### src/ahb_axi_pkg.sv
// Shared bus types, transfer codes and CCM address map for the AHB-Lite to AXI4 bridge
package ahb_axi_pkg;

   // ***********************************************************
   // Bus field types
   // ***********************************************************
   typedef logic [31:0] haddr_t;     // AHB and AXI byte address
   typedef logic [2:0]  hsize_t;     // Transfer size code
   typedef logic [1:0]  htrans_t;    // AHB transfer type
   typedef logic [63:0] bus_data_t;  // Read or write data
   typedef logic [7:0]  wstrb_t;     // One strobe per data byte
   typedef logic [1:0]  axi_resp_t;  // AXI response where nonzero is an error

   // ***********************************************************
   // Transfer codes
   // ***********************************************************
   // Size codes as log2 of the byte count
   localparam hsize_t HSIZE_BYTE  = 3'd0;
   localparam hsize_t HSIZE_HALF  = 3'd1;
   localparam hsize_t HSIZE_WORD  = 3'd2;
   localparam hsize_t HSIZE_DWORD = 3'd3;

   // Transfer types seen on htrans
   localparam htrans_t HTRANS_IDLE   = 2'b00;
   localparam htrans_t HTRANS_BUSY   = 2'b01;  // Only used for write hold-off
   localparam htrans_t HTRANS_NONSEQ = 2'b10;  // Every real transfer is single

   // ***********************************************************
   // CCM address map
   // ***********************************************************
   localparam haddr_t DCCM_BASE      = 32'hF004_0000;
   localparam haddr_t ICCM_BASE      = 32'hEE00_0000;
   localparam haddr_t CCM_SIZE_BYTES = 32'h0001_0000;  // 64 KB per window

   // Windows are aligned to their size
   // So a masked compare against the base decodes them
   localparam haddr_t CCM_MASK = ~(CCM_SIZE_BYTES - 32'd1);

endpackage
### src/ahb_to_axi4_top.sv
// AHB-Lite slave to single-beat AXI4 master bridge top level
`timescale 1ns/100ps

module ahb_to_axi4_top (
   input  logic                   bus_clk,
   input  logic                   rst_n,

   // AHB-Lite slave side
   input  ahb_axi_pkg::haddr_t    ahb_haddr,
   input  ahb_axi_pkg::hsize_t    ahb_hsize,
   input  ahb_axi_pkg::htrans_t   ahb_htrans,
   input  logic                   ahb_hwrite,
   input  ahb_axi_pkg::bus_data_t ahb_hwdata,
   input  logic                   ahb_hsel,
   input  logic                   ahb_hreadyin,
   output ahb_axi_pkg::bus_data_t ahb_hrdata,
   output logic                   ahb_hreadyout,
   output logic                   ahb_hresp,       // High on error

   // AXI4 write address and data
   output logic                   axi_awvalid,
   input  logic                   axi_awready,
   output ahb_axi_pkg::haddr_t    axi_awaddr,
   output ahb_axi_pkg::hsize_t    axi_awsize,
   output logic                   axi_wvalid,
   input  logic                   axi_wready,      // Slave accepts W with AW
   output ahb_axi_pkg::bus_data_t axi_wdata,
   output ahb_axi_pkg::wstrb_t    axi_wstrb,

   // AXI4 read address and data
   output logic                   axi_arvalid,
   input  logic                   axi_arready,
   output ahb_axi_pkg::haddr_t    axi_araddr,
   output ahb_axi_pkg::hsize_t    axi_arsize,
   input  logic                   axi_rvalid,      // rready is always high at the slave
   input  ahb_axi_pkg::bus_data_t axi_rdata,
   input  ahb_axi_pkg::axi_resp_t axi_rresp
);
   import ahb_axi_pkg::*;

   haddr_t addr_q;           // Registered address phase
   hsize_t size_q;
   logic   write_q;
   wstrb_t wstrb;
   logic   addr_err;
   logic   trans_busy;
   logic   hready_acc;
   logic   cmd_wr_en;
   logic   cmd_drop;
   logic   cmd_full;
   logic   cmd_write;

   // ***********************************************************
   // Address phase and map check
   // ***********************************************************
   ahb_addr_check i_addr_check (
      .bus_clk        (bus_clk),
      .rst_n          (rst_n),
      .ahb_haddr      (ahb_haddr),
      .ahb_hsize      (ahb_hsize),
      .ahb_htrans     (ahb_htrans),
      .ahb_hwrite     (ahb_hwrite),
      .ahb_hsel       (ahb_hsel),
      .ahb_hready_acc (hready_acc),
      .addr_q         (addr_q),
      .size_q         (size_q),
      .write_q        (write_q),
      .wstrb          (wstrb),
      .addr_err       (addr_err),
      .trans_busy     (trans_busy)
   );

   // Transfer sequencing and read return
   bridge_fsm i_fsm (
      .bus_clk        (bus_clk),
      .rst_n          (rst_n),
      .ahb_htrans     (ahb_htrans),
      .ahb_hsel       (ahb_hsel),
      .ahb_hwrite     (ahb_hwrite),
      .ahb_hreadyin   (ahb_hreadyin),
      .addr_err       (addr_err),
      .trans_busy     (trans_busy),
      .cmd_full       (cmd_full),
      .cmd_write      (cmd_write),
      .axi_rvalid     (axi_rvalid),
      .axi_rdata      (axi_rdata),
      .axi_rresp      (axi_rresp),
      .ahb_hready_acc (hready_acc),
      .ahb_hreadyout  (ahb_hreadyout),
      .ahb_hresp      (ahb_hresp),
      .ahb_hrdata     (ahb_hrdata),
      .cmd_wr_en      (cmd_wr_en),
      .cmd_drop       (cmd_drop)
   );

   // ***********************************************************
   // AXI command buffer
   // ***********************************************************
   axi_cmd_buf i_cmd_buf (
      .bus_clk     (bus_clk),
      .rst_n       (rst_n),
      .cmd_wr_en   (cmd_wr_en),
      .cmd_drop    (cmd_drop),
      .addr_q      (addr_q),
      .size_q      (size_q),
      .write_q     (write_q),
      .wstrb       (wstrb),
      .ahb_hwdata  (ahb_hwdata),
      .axi_awready (axi_awready),
      .axi_arready (axi_arready),
      .cmd_full    (cmd_full),
      .cmd_write   (cmd_write),
      .axi_awvalid (axi_awvalid),
      .axi_awaddr  (axi_awaddr),
      .axi_awsize  (axi_awsize),
      .axi_wvalid  (axi_wvalid),
      .axi_wdata   (axi_wdata),
      .axi_wstrb   (axi_wstrb),
      .axi_arvalid (axi_arvalid),
      .axi_araddr  (axi_araddr),
      .axi_arsize  (axi_arsize)
   );

endmodule

### src/axi_cmd_buf.sv
// One-entry AXI command buffer driving the write-address, write-data and read-address channels
`timescale 1ns/100ps

module axi_cmd_buf (
   input  logic                   bus_clk,
   input  logic                   rst_n,
   input  logic                   cmd_wr_en,
   input  logic                   cmd_drop,
   input  ahb_axi_pkg::haddr_t    addr_q,
   input  ahb_axi_pkg::hsize_t    size_q,
   input  logic                   write_q,
   input  ahb_axi_pkg::wstrb_t    wstrb,
   input  ahb_axi_pkg::bus_data_t ahb_hwdata,
   input  logic                   axi_awready,
   input  logic                   axi_arready,
   output logic                   cmd_full,
   output logic                   cmd_write,
   output logic                   axi_awvalid,
   output ahb_axi_pkg::haddr_t    axi_awaddr,
   output ahb_axi_pkg::hsize_t    axi_awsize,
   output logic                   axi_wvalid,
   output ahb_axi_pkg::bus_data_t axi_wdata,
   output ahb_axi_pkg::wstrb_t    axi_wstrb,
   output logic                   axi_arvalid,
   output ahb_axi_pkg::haddr_t    axi_araddr,
   output ahb_axi_pkg::hsize_t    axi_arsize
);
   import ahb_axi_pkg::*;

   logic      buf_vld;
   logic      buf_write;      // Direction of the held command
   hsize_t    buf_size;
   haddr_t    buf_addr;
   wstrb_t    buf_wstrb;
   bus_data_t buf_wdata;
   logic      accept;         // Slave took the entry this cycle
   logic      buf_clr;

   // ***********************************************************
   // Entry control
   // ***********************************************************
   // AW and W leave together, so awready alone frees a write
   assign accept  = (axi_awvalid & axi_awready) | (axi_arvalid & axi_arready);
   assign buf_clr = (accept & ~cmd_wr_en) | cmd_drop;  // A same-cycle load keeps it valid

   assign cmd_full  = buf_vld & ~accept;
   assign cmd_write = buf_write;

   always_ff @(posedge bus_clk) begin
      if (!rst_n) begin
         buf_vld   <= 1'b0;
         buf_write <= 1'b0;
      end else begin
         if (buf_clr) begin
            buf_vld <= 1'b0;
         end else if (cmd_wr_en) begin
            buf_vld <= 1'b1;
         end
         if (cmd_wr_en) begin
            buf_write <= write_q;
         end
      end
   end

   // Command payload
   always_ff @(posedge bus_clk) begin
      if (cmd_wr_en) begin
         buf_size  <= size_q;
         buf_addr  <= addr_q;
         buf_wstrb <= wstrb;
         buf_wdata <= ahb_hwdata;   // Write data phase is live in this cycle
      end
   end

   // ***********************************************************
   // AXI channel steering
   // ***********************************************************
   assign axi_awvalid = buf_vld & buf_write;
   assign axi_awaddr  = buf_addr;
   assign axi_awsize  = buf_size;

   assign axi_wvalid  = buf_vld & buf_write;   // Tied to AW
   assign axi_wdata   = buf_wdata;
   assign axi_wstrb   = buf_wstrb;

   assign axi_arvalid = buf_vld & ~buf_write;
   assign axi_araddr  = buf_addr;
   assign axi_arsize  = buf_size;

endmodule

### src/bridge_fsm.sv
// Bridge transfer FSM with AHB ready and response generation and the read-data return buffer
`timescale 1ns/100ps

module bridge_fsm (
   input  logic                   bus_clk,
   input  logic                   rst_n,
   input  ahb_axi_pkg::htrans_t   ahb_htrans,
   input  logic                   ahb_hsel,
   input  logic                   ahb_hwrite,
   input  logic                   ahb_hreadyin,   // Bus-wide ready from the interconnect
   input  logic                   addr_err,       // Map violation of the data-phase transfer
   input  logic                   trans_busy,
   input  logic                   cmd_full,
   input  logic                   cmd_write,
   input  logic                   axi_rvalid,
   input  ahb_axi_pkg::bus_data_t axi_rdata,
   input  ahb_axi_pkg::axi_resp_t axi_rresp,
   output logic                   ahb_hready_acc,
   output logic                   ahb_hreadyout,
   output logic                   ahb_hresp,
   output ahb_axi_pkg::bus_data_t ahb_hrdata,
   output logic                   cmd_wr_en,      // One-cycle command load
   output logic                   cmd_drop        // Clears a held read on error
);
   import ahb_axi_pkg::*;

   typedef enum logic [1:0] {
      IDLE = 2'b00,   // No transfer in its data phase
      WR   = 2'b01,   // Write data phase
      RD   = 2'b10,   // Read waiting to load the buffer
      PEND = 2'b11    // Read issued, waiting on rvalid
   } state_t;

   state_t    state;
   state_t    state_nxt;
   logic      state_en;
   logic      rdata_en;       // Capture read return
   logic      read_err_in;
   logic      read_err;       // High for one cycle after a failed read
   logic      hresp_q;
   logic      hready_q;
   logic      err_second;     // Second cycle of a two-cycle error
   bus_data_t rdata_q;

   // ***********************************************************
   // Next state
   // ***********************************************************
   always_comb begin
      state_nxt   = IDLE;
      state_en    = 1'b0;
      rdata_en    = 1'b0;
      read_err_in = 1'b0;
      cmd_wr_en   = 1'b0;
      case (state)
         IDLE: begin
            state_nxt = ahb_hwrite ? WR : RD;
            state_en  = ahb_hready_acc & ahb_htrans[1] & ahb_hsel;  // Real transfer only
         end
         WR: begin
            // Back-to-back transfers chain straight from the write data phase
            if (ahb_hresp | (ahb_htrans == HTRANS_IDLE) | ~ahb_hsel) begin
               state_nxt = IDLE;
            end else begin
               state_nxt = ahb_hwrite ? WR : RD;
            end
            state_en  = ~cmd_full | ahb_hresp;
            cmd_wr_en = ~cmd_full & ~(ahb_hresp | trans_busy);  // hwdata live now
         end
         RD: begin
            state_nxt = ahb_hresp ? IDLE : PEND;
            state_en  = ~cmd_full | ahb_hresp;
            cmd_wr_en = ~cmd_full & ~ahb_hresp;
         end
         PEND: begin
            state_nxt   = IDLE;              // Data goes out next cycle
            state_en    = axi_rvalid & ~cmd_write;
            rdata_en    = state_en;
            read_err_in = state_en & (|axi_rresp);
         end
         default: begin
            state_nxt = IDLE;
         end
      endcase
   end

   // ***********************************************************
   // AHB response
   // ***********************************************************
   assign err_second = hresp_q & ~hready_q;

   assign ahb_hresp = (addr_err & (state != IDLE))  // Bad transfer in data phase
                    | read_err                      // AXI read error
                    | err_second;                   // Hold for the closing cycle

   // Low on the first error cycle, high on the second
   // Otherwise stall reads and writes that find the buffer busy
   assign ahb_hreadyout = ahb_hresp ? err_second
                        : ((state == IDLE) | ((state == WR) & ~cmd_full));

   assign ahb_hready_acc = ahb_hreadyout & ahb_hreadyin;
   assign ahb_hrdata     = rdata_q;
   assign cmd_drop       = ahb_hresp & ~cmd_write;

   // ***********************************************************
   // State and response history
   // ***********************************************************
   always_ff @(posedge bus_clk) begin
      if (!rst_n) begin
         state    <= IDLE;
         read_err <= 1'b0;
         hresp_q  <= 1'b0;
         hready_q <= 1'b0;
      end else begin
         if (state_en) begin
            state <= state_nxt;
         end
         read_err <= read_err_in;
         hresp_q  <= ahb_hresp;
         hready_q <= ahb_hready_acc;
      end
   end

   // Read return holding register
   always_ff @(posedge bus_clk) begin
      if (rdata_en) begin
         rdata_q <= axi_rdata;
      end
   end

endmodule

### src/ahb_addr_check.sv
// AHB address-phase capture with CCM window decode, size and alignment check and byte strobes
`timescale 1ns/100ps

module ahb_addr_check (
   input  logic                 bus_clk,
   input  logic                 rst_n,
   input  ahb_axi_pkg::haddr_t  ahb_haddr,       // Address phase inputs
   input  ahb_axi_pkg::hsize_t  ahb_hsize,
   input  ahb_axi_pkg::htrans_t ahb_htrans,
   input  logic                 ahb_hwrite,
   input  logic                 ahb_hsel,
   input  logic                 ahb_hready_acc,  // Address phase taken this cycle
   output ahb_axi_pkg::haddr_t  addr_q,
   output ahb_axi_pkg::hsize_t  size_q,
   output logic                 write_q,
   output ahb_axi_pkg::wstrb_t  wstrb,
   output logic                 addr_err,        // Registered transfer breaks the map
   output logic                 trans_busy
);
   import ahb_axi_pkg::*;

   htrans_t htrans_q;     // Type of the transfer now in its data phase
   logic    addr_en;      // Load for address, size and direction
   logic    in_dccm;
   logic    in_iccm;
   logic    size_err;
   logic    align_err;

   // ***********************************************************
   // Address phase registers
   // ***********************************************************
   assign addr_en = ahb_hready_acc & ahb_htrans[1];  // NONSEQ or SEQ only

   always_ff @(posedge bus_clk) begin
      if (addr_en) begin
         addr_q  <= ahb_haddr;
         size_q  <= ahb_hsize;
         write_q <= ahb_hwrite;
      end
   end

   // Transfer type is forced to IDLE when another slave is selected
   always_ff @(posedge bus_clk) begin
      if (!rst_n) begin
         htrans_q <= HTRANS_IDLE;
      end else if (ahb_hready_acc) begin
         htrans_q <= ahb_hsel ? ahb_htrans : HTRANS_IDLE;
      end
   end

   assign trans_busy = ahb_hsel & (ahb_htrans == HTRANS_BUSY);  // Master holding write data

   // ***********************************************************
   // Address map rules
   // ***********************************************************
   assign in_dccm = (addr_q & CCM_MASK) == DCCM_BASE;
   assign in_iccm = (addr_q & CCM_MASK) == ICCM_BASE;

   // ICCM accesses and DCCM writes must be word or doubleword
   assign size_err = (in_iccm | (in_dccm & write_q)) &
                     ((size_q == HSIZE_BYTE) | (size_q == HSIZE_HALF));

   // Natural alignment per size
   always_comb begin
      case (size_q)
         HSIZE_HALF:  align_err = addr_q[0];
         HSIZE_WORD:  align_err = |addr_q[1:0];
         HSIZE_DWORD: align_err = |addr_q[2:0];
         default:     align_err = 1'b0;       // Bytes are always aligned
      endcase
   end

   assign addr_err = (htrans_q != HTRANS_IDLE) &
                     (~(in_dccm | in_iccm) | size_err | align_err);

   // ***********************************************************
   // Write strobes
   // ***********************************************************
   // Lane pattern shifted up to the byte offset in the doubleword
   always_comb begin
      case (size_q)
         HSIZE_BYTE:  wstrb = wstrb_t'(8'h01) << addr_q[2:0];
         HSIZE_HALF:  wstrb = wstrb_t'(8'h03) << addr_q[2:0];
         HSIZE_WORD:  wstrb = wstrb_t'(8'h0F) << addr_q[2:0];
         HSIZE_DWORD: wstrb = 8'hFF;           // All lanes
         default:     wstrb = 8'h00;
      endcase
   end

endmodule

### config.mk
export PLATFORM = sky130hd
export DESIGN_NAME = ahb_to_axi4_top
export DESIGN_NICKNAME = d
export VERILOG_FILES = /design/src/ahb_axi_pkg.sv /design/src/ahb_to_axi4_top.sv /design/src/axi_cmd_buf.sv /design/src/bridge_fsm.sv /design/src/ahb_addr_check.sv
export SDC_FILE = /design/constraint.sdc
export NUM_CORES = 1
export LEC_CHECK = 0
export ABC_CLOCK_PERIOD_IN_PS = 10500
export BUFFER_PORTS_ARGS = -buffer_cell sky130_fd_sc_hd__buf_2
export CORE_AREA = 2 2 152 154
export CTS_BUF_LIST = sky130_fd_sc_hd__clkbuf_4 sky130_fd_sc_hd__clkbuf_8
export CTS_CLUSTER_DIAMETER = 80
export CTS_CLUSTER_SIZE = 20
export DETAILED_ROUTE_END_ITERATION = 6
export DIE_AREA = 0 0 154 156
export GPL_TIMING_DRIVEN = 0
export PLACE_DENSITY_LB_ADDON = 0.05
export SETUP_SLACK_MARGIN = 0.5
export SKIP_CTS_REPAIR_TIMING = 1
export SYNTH_ARGS = -nofsm -noshare
export SYNTH_HDL_FRONTEND = slang
export SYNTH_HIERARCHICAL = 1
export SYNTH_SLANG_ARGS = --single-unit
### constraint.sdc
create_clock -name bus_clk -period 10.5 [get_ports bus_clk]
set_clock_uncertainty 0.2 [all_clocks]
set_input_delay 0.525 -clock bus_clk [delete_from_list [all_inputs] [get_ports bus_clk]]
set_output_delay 0.525 -clock bus_clk [all_outputs]
set_load 0.02 [all_outputs]
Word level (Yosys, flattened, before mapping)

Cells that the tools add are included.

$add $sub $neg: 0
$mul: 0
Div/mod/pow operators: 0
$lt $le $gt $ge: 0
Equal/unequal tests: 9
Shift-type cells: 3
Multiplexer cells: 11
Bitwise operators: 45
Reductions and logical operators: 11

Operators with widths:

| operator                                                              | count |
|---|---|
| 16-bit equality test, second input constant                           | 2 |
| 8-bit one-hot mux with 4 select lines                                 | 1 |
| 1-bit AND                                                             | 21 |
| 1-bit OR                                                              | 14 |
| 1-bit NOT                                                             | 10 |
| 2-bit 2-to-1 mux                                                      | 4 |
| 2-bit one-hot mux with 4 select lines                                 | 1 |
| 2-bit OR reduction                                                    | 4 |
| 1-bit by 3-bit << shifter with 8-bit output, first input constant     | 1 |
| 2-bit by 3-bit << shifter with 8-bit output, first input constant     | 1 |
| 4-bit by 3-bit << shifter with 8-bit output, first input constant     | 1 |
| 3-bit by 2-bit equality test with 1-bit output, second input constant | 2 |
| 1-bit one-hot mux with 3 select lines                                 | 2 |
| 2-bit by 1-bit equality test with 1-bit output, second input constant | 2 |
| 2-bit equality test, second input constant                            | 2 |
| 2-bit zero test                                                       | 2 |
| 2-bit nonzero test                                                    | 2 |
| 3-bit by 1-bit equality test with 1-bit output, second input constant | 1 |
| 3-bit zero test                                                       | 1 |
| 3-bit OR reduction                                                    | 1 |
| 1-bit 2-to-1 mux                                                      | 2 |
| 1-bit one-hot mux with 2 select lines                                 | 1 |
| 2-bit AND reduction                                                   | 1 |

Bits in registers: 216
Latch bits: 0
RAM bits: 0
ROM bits: 0
Input port bits: 176
Output and inout bits: 211
Logic and storage cells: 94
Memories: 0

Depth between registers and ports, before layout

Gate-level depths: netlist (run 1).

Word-level depth: 18
Mapped depth: 10
Depth with buffers taken out: 9

Hierarchy

Netlist (run 1), hierarchy kept.

By module, submodules not included:

| module         | instances | cells each | area each (sq um) | seq. area each (sq um) |
|---|---|---|---|---|
| axi_cmd_buf    | 1         | 154        | 3595.9            | 3253.1 |
| bridge_fsm     | 1         | 111        | 2332.2            | 2021.9 |
| ahb_addr_check | 1         | 96         | 1500.2            | 1121.1 |

Worst setup path before layout (run 1)

OpenSTA, ideal clock, no wires.

Path type: flip-flop to flip-flop
From: reg i_addr_check.size_q[0]
To: reg i_cmd_buf.buf_write, in the netlist i_cmd_buf/cmd_write
Library setup time: 0.125 ns
Arrival time: 6.682 ns
Required time: 10.175 ns
Slack: 3.493 ns
Stages on the path, launching flop included: 10
Path buffers: 1
Clock period less this slack: 7.007 ns
Cells stage by stage: edfxtp_1 buf_2 a21oi_1 nor2b_1 a311oi_1 o32a_1 a211o_1 nor2_1 mux2i_1 nor2b_1

Longest elaborated chain between the ends: 13
Elaborated cells on any way between the ends: 19
Classes of those cells: eq/ne (3); mux (2); bitwise (13); reduce/logical (1)

Ends and longest elaborated chain:

| what                                                                              | line                                       | source |
|---|---|---|
| from (decl)                                                                       | ahb_addr_check.sv:14                       | `output ahb_axi_pkg::hsize_t size_q,` |
| from (signal assigned)                                                            | ahb_addr_check.sv:37                       | `size_q <= ahb_hsize;` |
| 3-bit by 1-bit equality test with 1-bit output or 3-bit zero test (tied branches) | ahb_addr_check.sv:61, ahb_addr_check.sv:65 |  |
| 1-bit OR                                                                          | ahb_addr_check.sv:61                       | `((size_q == HSIZE_BYTE) \| (size_q == HSIZE_HALF));` |
| 1-bit AND                                                                         | ahb_addr_check.sv:60                       | `assign size_err = (in_iccm \| (in_dccm & write_q)) &` |
| 1-bit OR                                                                          | ahb_addr_check.sv:74                       | `(~(in_dccm \| in_iccm) \| size_err \| align_err);` |
| 1-bit OR (*)                                                                      | ahb_addr_check.sv:74                       |  |
| 1-bit AND (*)                                                                     | ahb_addr_check.sv:73                       | `assign addr_err = (htrans_q != HTRANS_IDLE) &` |
| named net addr_err                                                                | ahb_to_axi4_top.sv:45                      | `logic addr_err;` |
| 1-bit AND (*)                                                                     | bridge_fsm.sv:91                           | `assign ahb_hresp = (addr_err & (state != IDLE))` |
| 1-bit OR (*)                                                                      | bridge_fsm.sv:92                           | `\| read_err` |
| 1-bit OR (*)                                                                      | bridge_fsm.sv:93                           | `\| err_second;` |
| named net ahb_hresp                                                               | ahb_to_axi4_top.sv:18                      | `output logic ahb_hresp,` |
| 1-bit OR                                                                          | bridge_fsm.sv:67                           | `cmd_wr_en = ~cmd_full & ~(ahb_hresp \| trans_busy);` |
| 1-bit NOT                                                                         | bridge_fsm.sv:67                           |  |
| 1-bit AND                                                                         | bridge_fsm.sv:67                           |  |
| 1-bit one-hot mux with 2 select lines (*)                                         | bridge_fsm.sv:54                           | `case (state)` |
| named net cmd_wr_en                                                               | ahb_to_axi4_top.sv:48                      | `logic cmd_wr_en;` |
| to (signal assigned)                                                              | axi_cmd_buf.sv:60                          | `buf_write <= write_q;` |
| to (decl)                                                                         | axi_cmd_buf.sv:31                          | `logic buf_write;` |

The timed path passes the listed nets; every way through them passes the cells marked *.
A chain may end at the register's enable or synchronous reset.

Final worst setup path (run 1)

From: reg i_addr_check.addr_q[17]
To: reg i_addr_check.addr_q[7] (enable)

Longest elaborated chain between the ends: 13
Elaborated cells on any way between the ends: 16
Classes of those cells: eq/ne (2); mux (1); bitwise (13)

Ends and longest elaborated chain:

| what                           | line                  | source |
|---|---|---|
| from (decl)                    | ahb_addr_check.sv:13  | `output ahb_axi_pkg::haddr_t addr_q,` |
| from (signal assigned)         | ahb_addr_check.sv:36  | `addr_q <= ahb_haddr;` |
| 16-bit equality test           | ahb_addr_check.sv:56  | `assign in_dccm = (addr_q & CCM_MASK) == DCCM_BASE;` |
| 1-bit AND                      | ahb_addr_check.sv:60  |  |
| 1-bit OR                       | ahb_addr_check.sv:60  |  |
| 1-bit AND                      | ahb_addr_check.sv:60  |  |
| 1-bit OR (*) (2 in series)     | ahb_addr_check.sv:74  |  |
| 1-bit AND (*)                  | ahb_addr_check.sv:73  |  |
| named net addr_err             | ahb_to_axi4_top.sv:45 |  |
| 1-bit AND (*)                  | bridge_fsm.sv:91      |  |
| 1-bit OR (*)                   | bridge_fsm.sv:92      |  |
| 1-bit OR (*)                   | bridge_fsm.sv:93      |  |
| 1-bit 2-to-1 mux (*)           | bridge_fsm.sv:97      | `assign ahb_hreadyout = ahb_hresp ? err_second` |
| 1-bit AND (*)                  | bridge_fsm.sv:100     | `assign ahb_hready_acc = ahb_hreadyout & ahb_hreadyin;` |
| named net hready_acc           | ahb_to_axi4_top.sv:47 | `logic hready_acc;` |
| 1-bit AND (*)                  | ahb_addr_check.sv:32  | `assign addr_en = ahb_hready_acc & ahb_htrans[1];` |
| named net i_addr_check.addr_en | ahb_addr_check.sv:23  | `logic addr_en;` |

Marked as above.

==> results.sh, run 1 <==
export IMPL_synth_edff_count=207
export IMPL_clk_latency_ns=0.50
export IMPL_routed_wl_mm=20.9
export IMPL_start_kind="flop"
export IMPL_fmax_mhz=290
export IMPL_grt_pass1_vias=4515
export IMPL_syn_inst=361
export IMPL_drc_errors=0
export IMPL_antenna_found_initial=1
export IMPL_cts_tree="built"
export IMPL_ys_types=49
export IMPL_final_cell_mix="buf_2 (387), edfxtp_1 (207), dlygate4sd3_1 (163), buf_4 (36), clkbuf_8 (15)"
export IMPL_fp_dieH_um=156
export IMPL_fp_coreArea_sq_mm=0.0224
export IMPL_worstHoldPathCells=1
export IMPL_r2r_cells=7
export IMPL_cp_max_fo=36
export IMPL_layout_commonest_cell="buf_2"
export IMPL_worst_setup_path_end_kind="flop"
export IMPL_crit_type="flop to flop"
export IMPL_cp_cell_sequence="nor4_1 > nand3_1 > o32a_1 > nor4b_1 > or3_1 > and2_1 > and2_2"
export IMPL_numCtsBuffers=15
export IMPL_grt_first_pass_wirelength_mm=27.8
export IMPL_crit_path_end="i_addr_check/addr_q[7]"
export IMPL_hold_viol=0
export IMPL_hold_start="ahb_hwrite"
export IMPL_final_antenna_net_count=0
export IMPL_seq_area_frac_synth_pct=86.1
export IMPL_multiInputGateArea_sq_um=694
export IMPL_synth_cell_area_sq_mm=0.00743
export IMPL_route_detailed_vias_per_inst=4.27
export IMPL_synth_nets=541
export IMPL_ioPinCount=387
export IMPL_slew_viol_final=0
export IMPL_vias=5209
export IMPL_ys_ff_latch=216
export IMPL_nets=1110
export IMPL_initial_utilization_pct=33.2
export IMPL_dieArea_sq_mm=0.0240
export IMPL_drive_above_1_share_pct=49.6
export IMPL_layout_cells_non_filler=1221
export IMPL_wire_per_inst_um=17.1
export IMPL_die_w_um=154
export IMPL_slew_headroom_pct=40.6
export IMPL_powerDensity_mw_per_mm2=197
export IMPL_globalplace_congestion=0.770
export IMPL_cts_buffer_depth=3
export IMPL_clk_pin_slew_ns=0.12
export IMPL_syn_area_per_cell_sq_um=20.6
export IMPL_std_cell_rows=55
export IMPL_max_cap_violations=0
export IMPL_detail_route_iter0_violations=242
export IMPL_cp_slowest_cell="and2_2"
export IMPL_startpoint="i_addr_check/addr_q[17]"
export IMPL_synthArstFlopShare_pct=0
export IMPL_grt_max_degree=38
export IMPL_finalCritPeriodShare_pct=32.9
export IMPL_worstReg2RegStart="i_addr_check/addr_q[17]"
export IMPL_ir_drop_mv=0.139
export IMPL_yosys_warnings=6
export IMPL_reg2reg_to="i_addr_check/addr_q[7]"
export IMPL_cts_sinks=216
export IMPL_portBuffers=385
export IMPL_num_fill_cells=1942
export IMPL_setup_viol=0
export IMPL_cp_data_arrival_time_ns=3.38
export IMPL_dp_hpwl_mm=15.2
export IMPL_synth_ff_type="edfxtp_1"
export IMPL_fin_crit_ns=3.45
export IMPL_htree_levels=1
export IMPL_grt_usage_pct=15.3
export IMPL_grt_ovfl_total=0
export IMPL_critPathMaxStageDelay_ns=0.76
export IMPL_regArea_sq_mm=0.00640
export IMPL_clockRootBuffer="clkbuf_8"
export IMPL_reg2reg_slack_ns=7.05
export IMPL_worstPathRequired_ns=10.43
export IMPL_placedCellCount=1035
export IMPL_area_growth_syn_to_layout_pct=57.5
export IMPL_drt_pre_antenna_iters=4
export IMPL_hold_class="input pin to flop"
export IMPL_status="complete, no violations"
export IMPL_setup_tns_ns=0
export IMPL_worstMarginPinSlew_ns=0.890
export IMPL_rsz0062_at_grt="no"
export IMPL_p_leak_uw=0.00482
-- per-stage QoR --
stage	cell area [sq um]	power (uW)	hold WS (ns)	setup WS (ns)	utilization, %
floorplan	7430	1620	0.200	3.49	-
detailed placement	9800	1870	0.206	6.95	43.8
global placement	9710	1880	0.201	1.12	43.4
CTS	10100	2290	-0.0503	6.93	45.0
finish	11700	2300	0.0781	7.05	52.3
global route	11700	2420	0.0468	6.67	52.3
-- cells by family (layout without fill, tap and decap cells) --
group                      after synthesis  after routing  share of synthesized area, %
AOI/OAI and AO/OA                       32             32                          3.25
adders and majority gates                4              4                         0.674
buffers and inverters                   49            623                          4.68
DFF                                    216            216                          86.1
muxes                                    4              4                         0.539
other                                    0              1                             0
and+or+nand+nor                         56             56                          4.75
-- registers in the layout, indices dropped and copies added (netlist names) --
register	count
i_addr_check/addr_q	32
i_cmd_buf/axi_wstrb	8
i_fsm/read_err	1
i_fsm/ahb_hrdata	64
i_cmd_buf/axi_wdata	64
i_fsm/state	2
i_cmd_buf/axi_araddr	32
i_cmd_buf/cmd_write	1
i_fsm/hresp_q	1
i_cmd_buf/axi_arsize	3
i_cmd_buf/buf_vld	1
i_addr_check/write_q	1
i_fsm/hready_q	1
i_addr_check/htrans_q	2
i_addr_check/size_q	3
-- worst min path at each step --
stage	to	slack (ns)
finish	i_addr_check/write_q	0.08
global route	i_addr_check/write_q	0.05
CTS	i_cmd_buf/axi_wdata[63]	-0.05
detailed placement	i_cmd_buf/axi_araddr[8]	0.21
global placement	i_cmd_buf/axi_araddr[12]	0.20
floorplan	i_cmd_buf/axi_araddr[10]	0.20
-- worst max-delay path: cells and delay by family, from the launching register on --
family | cells | cell delay (ns)
simple gates | 6 | 2.05
flops | 1 | 0.41
compound gates | 1 | 0.40
-- Yosys cell counts, types with 2 or more instances --
master,number,area [sq um]
edfxtp_1,207,6220
nor4b_1,2,17.5
and2_2,2,15.0
and3b_1,2,17.5
nor4_1,3,18.8
nor2_1,7,26.3
a21boi_0,2,15.0
a311oi_1,2,17.5
and3_1,3,18.8
nor3_1,3,15.0
nand2_1,8,30.0
o211a_1,2,20.0
dfxtp_1,9,180
a21oi_1,5,25.0
o211ai_1,2,15.0
nor2b_1,6,37.5
and2_1,3,18.8
o21a_1,2,15.0
buf_6,2,22.5
buf_4,36,270
nand2b_1,4,25.0
inv_1,7,26.3
mux2i_1,4,40.0
nand3_1,4,20.0
ha_1,4,50.1
o21ai_0,4,20.0
or3_1,2,12.5
o31ai_1,2,15.0
buf_2,2,10.0
-- power by group --
| part | switching [uW] | internal, uW | leakage [uW] |
|---|---|---|---|
| Combinational | 430 | 262 | 0.00271 |
| Clock | 264 | 154 | 0.000142 |
| Sequential | 55.6 | 1140 | 0.00197 |
| Total | 749 | 1560 | 0.00482 |
-- routing by layer --
layer	global-route usage (%)	routed length [um]	part of all wire, %	up-vias
met3	3.50	1300	6.2	24
met4	4.14	364	1.7	0
met2	28.4	11200	54	211
met5	0	0	0	-
met1	17.9	8040	39	2490
li1	-	-	-	2484
-- cell type report --
class	instances	share of cell area (%)
Clock inverter	3	0.257
Timing Repair Buffer	552	31.1
Clock buffer	19	2.02
Tap cell	285	3.05
Antenna cell	1	0.0214
Inverter	7	0.225
Sequential cell	216	54.7
Multi-Input combinational cell	96	5.93
Buffer	42	2.75
Power figures use the tool's default switching activity.
==> run 2: changes to the inputs <==
--- a/config.mk
+++ b/config.mk
@@ -5,14 +5,14 @@
 export SDC_FILE = /design/constraint.sdc
 export NUM_CORES = 1
 export LEC_CHECK = 0
-export ABC_CLOCK_PERIOD_IN_PS = 10500
+export ABC_CLOCK_PERIOD_IN_PS = 3000
 export BUFFER_PORTS_ARGS = -buffer_cell sky130_fd_sc_hd__buf_2
-export CORE_AREA = 2 2 152 154
+export CORE_AREA = 2 2 149 151
 export CTS_BUF_LIST = sky130_fd_sc_hd__clkbuf_4 sky130_fd_sc_hd__clkbuf_8
 export CTS_CLUSTER_DIAMETER = 80
 export CTS_CLUSTER_SIZE = 20
 export DETAILED_ROUTE_END_ITERATION = 6
-export DIE_AREA = 0 0 154 156
+export DIE_AREA = 0 0 151 153
 export GPL_TIMING_DRIVEN = 0
 export PLACE_DENSITY_LB_ADDON = 0.05
 export SETUP_SLACK_MARGIN = 0.5
==> constraint.sdc (replaced) <==
create_clock -name bus_clk -period 3 [get_ports bus_clk]
set_clock_uncertainty 0.2 [all_clocks]
set_input_delay 0.15 -clock bus_clk [delete_from_list [all_inputs] [get_ports bus_clk]]
set_output_delay 0.15 -clock bus_clk [all_outputs]
set_load 0.02 [all_outputs]
==> run 2 against run 1 <==
Compared with the run above:
- cell count grew 2.1%
- core utilization grew 4.8 points
- total power grew to 3.7 times the previous value
- critical path type unchanged
- highest routed layer unchanged
==> results.sh, run 2 (synthesized netlist as in run 1, its figures left out) <==
export IMPL_setup_viol=0
export IMPL_clk_pin_slew_ns=0.12
export IMPL_regArea_sq_mm=0.00640
export IMPL_crit_buf_inv=3
export IMPL_finalCritPeriodShare_pct=96.3
export IMPL_r2r_cells=9
export IMPL_cpLargestDelayFamily="compound AO/OA/AOI/OAI gates"
export IMPL_placedCellCount=1030
export IMPL_clk_latency_ns=0.50
export IMPL_globalplace_congestion=0.751
export IMPL_routed_wl_mm=21.1
export IMPL_slew_headroom_pct=72.2
export IMPL_reg2reg_slack_ns=0.11
export IMPL_wire_per_inst_um=16.9
export IMPL_cp_data_arrival_time_ns=2.92
export IMPL_drive_above_1_share_pct=51.4
export IMPL_vias=5333
export IMPL_hold_viol=0
export IMPL_layout_commonest_cell="buf_2"
export IMPL_p_leak_uw=0.00506
export IMPL_hold_slack_ns=0.0530
export IMPL_drc_errors=0
export IMPL_powerDensity_mw_per_mm2=697
export IMPL_grt_max_degree=67
export IMPL_fmax_mhz=346
export IMPL_worstPathRequired_ns=3.03
export IMPL_reg2reg_to="i_cmd_buf/axi_wdata[22]"
export IMPL_numCtsBuffers=14
export IMPL_portBuffers=385
export IMPL_n_antenna_cell=0
export IMPL_power_uw=8540
export IMPL_fp_dieH_um=153
export IMPL_cp_slowest_cell="edfxtp_1"
export IMPL_startpoint="i_addr_check/addr_q[0]"
export IMPL_fp_coreArea_sq_mm=0.0215
export IMPL_die_w_um=151
export IMPL_hold_class="input pin to flop"
export IMPL_multiInputGateArea_sq_um=816
export IMPL_cp_num_cells=9
export IMPL_grt_usage_pct=15.4
export IMPL_status="complete, no violations"
export IMPL_detail_route_iter0_violations=224
export IMPL_htree_levels=1
export IMPL_max_cap_violations=0
export IMPL_rsz0062_at_grt="yes"
export IMPL_num_fill_cells=1777
export IMPL_fin_crit_ns=2.89
export IMPL_layout_cells_non_filler=1247
export IMPL_path_common_cell="clkbuf_16"
export IMPL_clockRootBuffer="clkbuf_8"
export IMPL_start_kind="flop"
export IMPL_cp_cell_sequence="a21oi_4 > nor2b_4 > a311oi_2 > o32a_1 > a211o_4 > nor2_4 > clkbuf_16 > buf_16 > clkbuf_16"
export IMPL_worstMarginPinSlew_ns=0.417
export IMPL_drt_pre_antenna_iters=4
export IMPL_cp_max_fo=6
export IMPL_critPathMaxStageDelay_ns=0.55
export IMPL_worstReg2RegStart="i_addr_check/addr_q[0]"
export IMPL_crit_path_end="i_cmd_buf/axi_wdata[22]"
export IMPL_nets=1144
export IMPL_grt_pass1_vias=4479
export IMPL_initial_utilization_pct=34.6
export IMPL_grt_ovfl_total=0
export IMPL_ir_drop_mv=0.329
export IMPL_area_growth_syn_to_layout_pct=65.1
export IMPL_dieArea_sq_mm=0.0231
export IMPL_cts_buffer_depth=3
export IMPL_route_detailed_vias_per_inst=4.28
export IMPL_final_cell_mix="buf_2 (385), edfxtp_1 (207), dlygate4sd3_1 (174), buf_4 (45), clkbuf_8 (15)"
export IMPL_hold_start="axi_rvalid"
export IMPL_cts_tree="built"
export IMPL_dp_hpwl_mm=14.6
export IMPL_final_antenna_net_count=0
export IMPL_ioPinCount=387
export IMPL_antenna_found_initial=0
export IMPL_worst_setup_path_end_kind="flop"
export IMPL_grt_first_pass_wirelength_mm=26.7
export IMPL_crit_type="flop to flop"
export IMPL_slew_viol_final=0
export IMPL_std_cell_rows=54
export IMPL_cts_sinks=216
[run 2: cell count changes in the layout (fill, tap and decap cells not counted), sizes merged]
cell and change:
inv -2, and2 +2, buf +18, clkbuf +3, dlygate4sd3 +11, bufinv +1, diode -1, clkinv -1
[run 2: metal layers]
layer | vias up | global-route usage (%) | wire (um)
met5 | - | 0 | 0
met3 | 20 | 4.60 | 1430
li1 | 2550 | - | -
met1 | 2562 | 16.7 | 7850
met4 | 0 | 5.65 | 300
met2 | 201 | 28.2 | 11600
[run 2: through the flow]
step | setup slack (ns) | util (%) | area [sq um] | setup TNS [ns]
after floorplan | -0.811 | - | 7460 | -83.83
after global placement | -1.81 | 45.3 | 9730 | -202.36
after detailed placement | -0.389 | 45.8 | 9840 | -34.29
after CTS | -0.408 | 47.0 | 10100 | -36.26
after global routing | 0.00436 | 57.1 | 12300 | 0
final | 0.110 | 57.1 | 12300 | 0
[run 2: cell type report]
cell class	instances	area share, %
buffer	42	2.70
clock buffer	18	1.87
clock inverter	1	0.245
inverter	7	0.214
multi-input combinational	98	6.65
sequential	216	52.2
tap	280	2.86
timing repair buffer	585	33.3
[run 2: worst min-delay path by stage]
stage                                         end  depth (start not counted)
after global placement    i_addr_check/addr_q[31]                          1
final                        i_fsm/ahb_hrdata[34]                          2
after floorplan            i_addr_check/addr_q[0]                          0
after detailed placement  i_addr_check/addr_q[18]                          1
after CTS                 i_cmd_buf/axi_wdata[39]                          1
after global routing         i_fsm/ahb_hrdata[34]                          2
[run 2: report_power, final]
part | total [uW] | switching [uW] | internal (uW) | leakage, uW
sequential | 4190 | 203 | 3990 | 0.00197
combinational | 2900 | 1600 | 1300 | 0.00296
clock | 1450 | 870 | 585 | 0.000136
==> run 3: changes to the inputs <==
--- a/config.mk
+++ b/config.mk
@@ -14,6 +14,7 @@
 export DETAILED_ROUTE_END_ITERATION = 6
 export DIE_AREA = 0 0 151 153
 export GPL_TIMING_DRIVEN = 0
+export MAX_ROUTING_LAYER = met4
 export PLACE_DENSITY_LB_ADDON = 0.05
 export SETUP_SLACK_MARGIN = 0.5
 export SKIP_CTS_REPAIR_TIMING = 1
==> run 3 against run 2 <==
Compared with the run above:
- highest routed layer unchanged
- wire length up 1.6%
- die area unchanged
- total power rose by 2.6%
- maximum frequency up 0.27%
- setup slack better by 0.0078 ns
- final area grew 1.2%
==> results.sh, run 3 (synthesized netlist as in run 1, its figures left out) <==
export IMPL_status="complete, no violations"
export IMPL_dieArea_sq_mm=0.0231
export IMPL_regArea_sq_mm=0.00640
export IMPL_worst_setup_path_end_kind="flop"
export IMPL_grt_pass1_vias=4487
export IMPL_rsz0062_at_grt="yes"
export IMPL_multiInputGateArea_sq_um=817
export IMPL_p_leak_uw=0.00513
export IMPL_clk_pin_slew_ns=0.12
export IMPL_combPwrFrac_pct=35.6
export IMPL_portBuffers=385
export IMPL_p_int_uw=6030
export IMPL_p_sw_share_pct=31.1
export IMPL_slew_viol_final=0
export IMPL_antenna_found_initial=1
export IMPL_drt_pre_antenna_iters=4
export IMPL_grt_first_pass_wirelength_mm=26.7
export IMPL_hold_viol=0
export IMPL_route_detailed_vias_per_inst=4.29
export IMPL_std_cell_rows=54
export IMPL_cts_sinks=216
export IMPL_hold_class="input pin to flop"
export IMPL_fp_coreArea_sq_mm=0.0215
export IMPL_numCtsBuffers=14
export IMPL_placed_cell_area_sq_mm=0.00984
export IMPL_ir_drop_mv=0.335
export IMPL_vias=5387
export IMPL_setup_viol=0
export IMPL_drive_above_1_share_pct=51.6
export IMPL_cts_tree="built"
export IMPL_die_w_um=151
export IMPL_final_area_sq_mm=0.0124
export IMPL_finalCritPeriodShare_pct=96.1
export IMPL_globalplace_congestion=0.760
export IMPL_num_fill_cells=1768
export IMPL_detail_route_iter0_violations=214
export IMPL_grt_max_degree=67
export IMPL_cts_buffer_depth=3
export IMPL_powerDensity_mw_per_mm2=706
export IMPL_fin_crit_ns=2.88
export IMPL_final_antenna_net_count=0
export IMPL_start_kind="flop"
export IMPL_cp_max_fo=6
export IMPL_worstPathRequired_ns=3.03
export IMPL_max_cap_violations=0
export IMPL_area_growth_syn_to_layout_pct=67.1
export IMPL_seq_power_share_pct=47.8
export IMPL_switchingPower_uw=2730
export IMPL_drc_errors=0
export IMPL_clockRootBuffer="clkbuf_8"
export IMPL_cp_data_arrival_time_ns=2.91
export IMPL_ioPinCount=387
export IMPL_routed_wl_mm=21.5
export IMPL_crit_type="flop to flop"
export IMPL_grt_usage_pct=15.9
export IMPL_dp_hpwl_mm=14.6
export IMPL_grt_ovfl_total=0
export IMPL_final_cell_mix="buf_2 (384), edfxtp_1 (207), dlygate4sd3_1 (174), buf_4 (45), clkbuf_8 (15)"
export IMPL_fmax_mhz=347
export IMPL_nets=1151
export IMPL_layout_commonest_cell="buf_2"
export IMPL_initial_utilization_pct=34.6
export IMPL_slew_headroom_pct=72.6
export IMPL_wire_per_inst_um=17.1
export IMPL_fin_util_pct=57.8
export IMPL_clk_latency_ns=0.50
export IMPL_worstMarginPinSlew_ns=0.411
export IMPL_fp_dieH_um=153
export IMPL_clkPwrFrac_pct=16.6
export IMPL_power_uw=8760
export IMPL_htree_levels=1
[run 3: changes by cell type in the layout (fill, tap and decap cells not counted)]
cell,previous run,this run
and2_4,4,5
clkbuf_16,4,8
nor2b_1,4,5
diode_2,0,1
nor2b_4,2,1
buf_12,4,5
buf_8,4,6
buf_2,385,384
[run 3: worst paths after layout]
| check | start | end | slack (ns) | cells past startpoint |
|---|---|---|---|---|
| min reg2reg | i_addr_check/addr_q[15] | i_cmd_buf/axi_araddr[15] | 0.23 | 0 |
| max reg2reg | i_addr_check/addr_q[0] | i_cmd_buf/axi_wdata[22] | 0.12 | 9 |
| min | ahb_htrans[1] | i_addr_check/addr_q[7] | 0.02 | 3 |
| max | i_addr_check/addr_q[0] | i_cmd_buf/axi_wdata[22] | 0.12 | 9 |
[run 3: layer usage]
layer / global-route usage, % / part of all wire [%]
met1: 16.8 / 38
met2: 28.2 / 54
met3: 4.42 / 6.4
met4: 5.74 / 1.7
met5: - / 0
[run 3: layout make-up]
class	instances	share of cell area, %
well taps	280	2.82
clock inverters	1	0.242
repair buffers	591	34.1
inverters	7	0.212
diodes	1	0.0202
multi-input cells	99	6.58
plain buffers	42	2.67
flip-flops and latches	216	51.5
clock buffers	18	1.84
[run 3: power by group through the flow]
stage          clock, uW  combinational [uW]  sequential, uW
2_1_floorplan          0                 842            4770
3_3_place_gp           0                2160            4300
3_5_place_dp           0                2330            4270
4_1_cts             1530                2330            4200
5_1_grt             1620                3320            4240
6_report            1450                3120            4190
[run 3: worst max-delay path, cell delays in order (launching register included)]
cell and delay [ns]:
edfxtp_1 0.55, a21oi_4 0.19, nor2b_4 0.16, a311oi_2 0.05, o32a_1 0.43, a211o_4 0.39, nor2_4 0.15, clkbuf_16 0.19
buf_16 0.15, clkbuf_16 0.15
[run 3: per-stage QoR]
stage | instances | setup slack [ns] | hold slack, ns | TNS [ns]
6_report | 1255 | 0.118 | 0.0230 | 0
5_1_grt | 1255 | 0.0193 | 0.00558 | 0
4_1_cts | 1049 | -0.408 | -0.435 | -36.26
3_5_place_dp | 1030 | -0.389 | 0.128 | -34.29
3_3_place_gp | 1026 | -1.81 | 0.126 | -202.36
2_1_floorplan | 361 | -0.811 | 0.0489 | -83.83
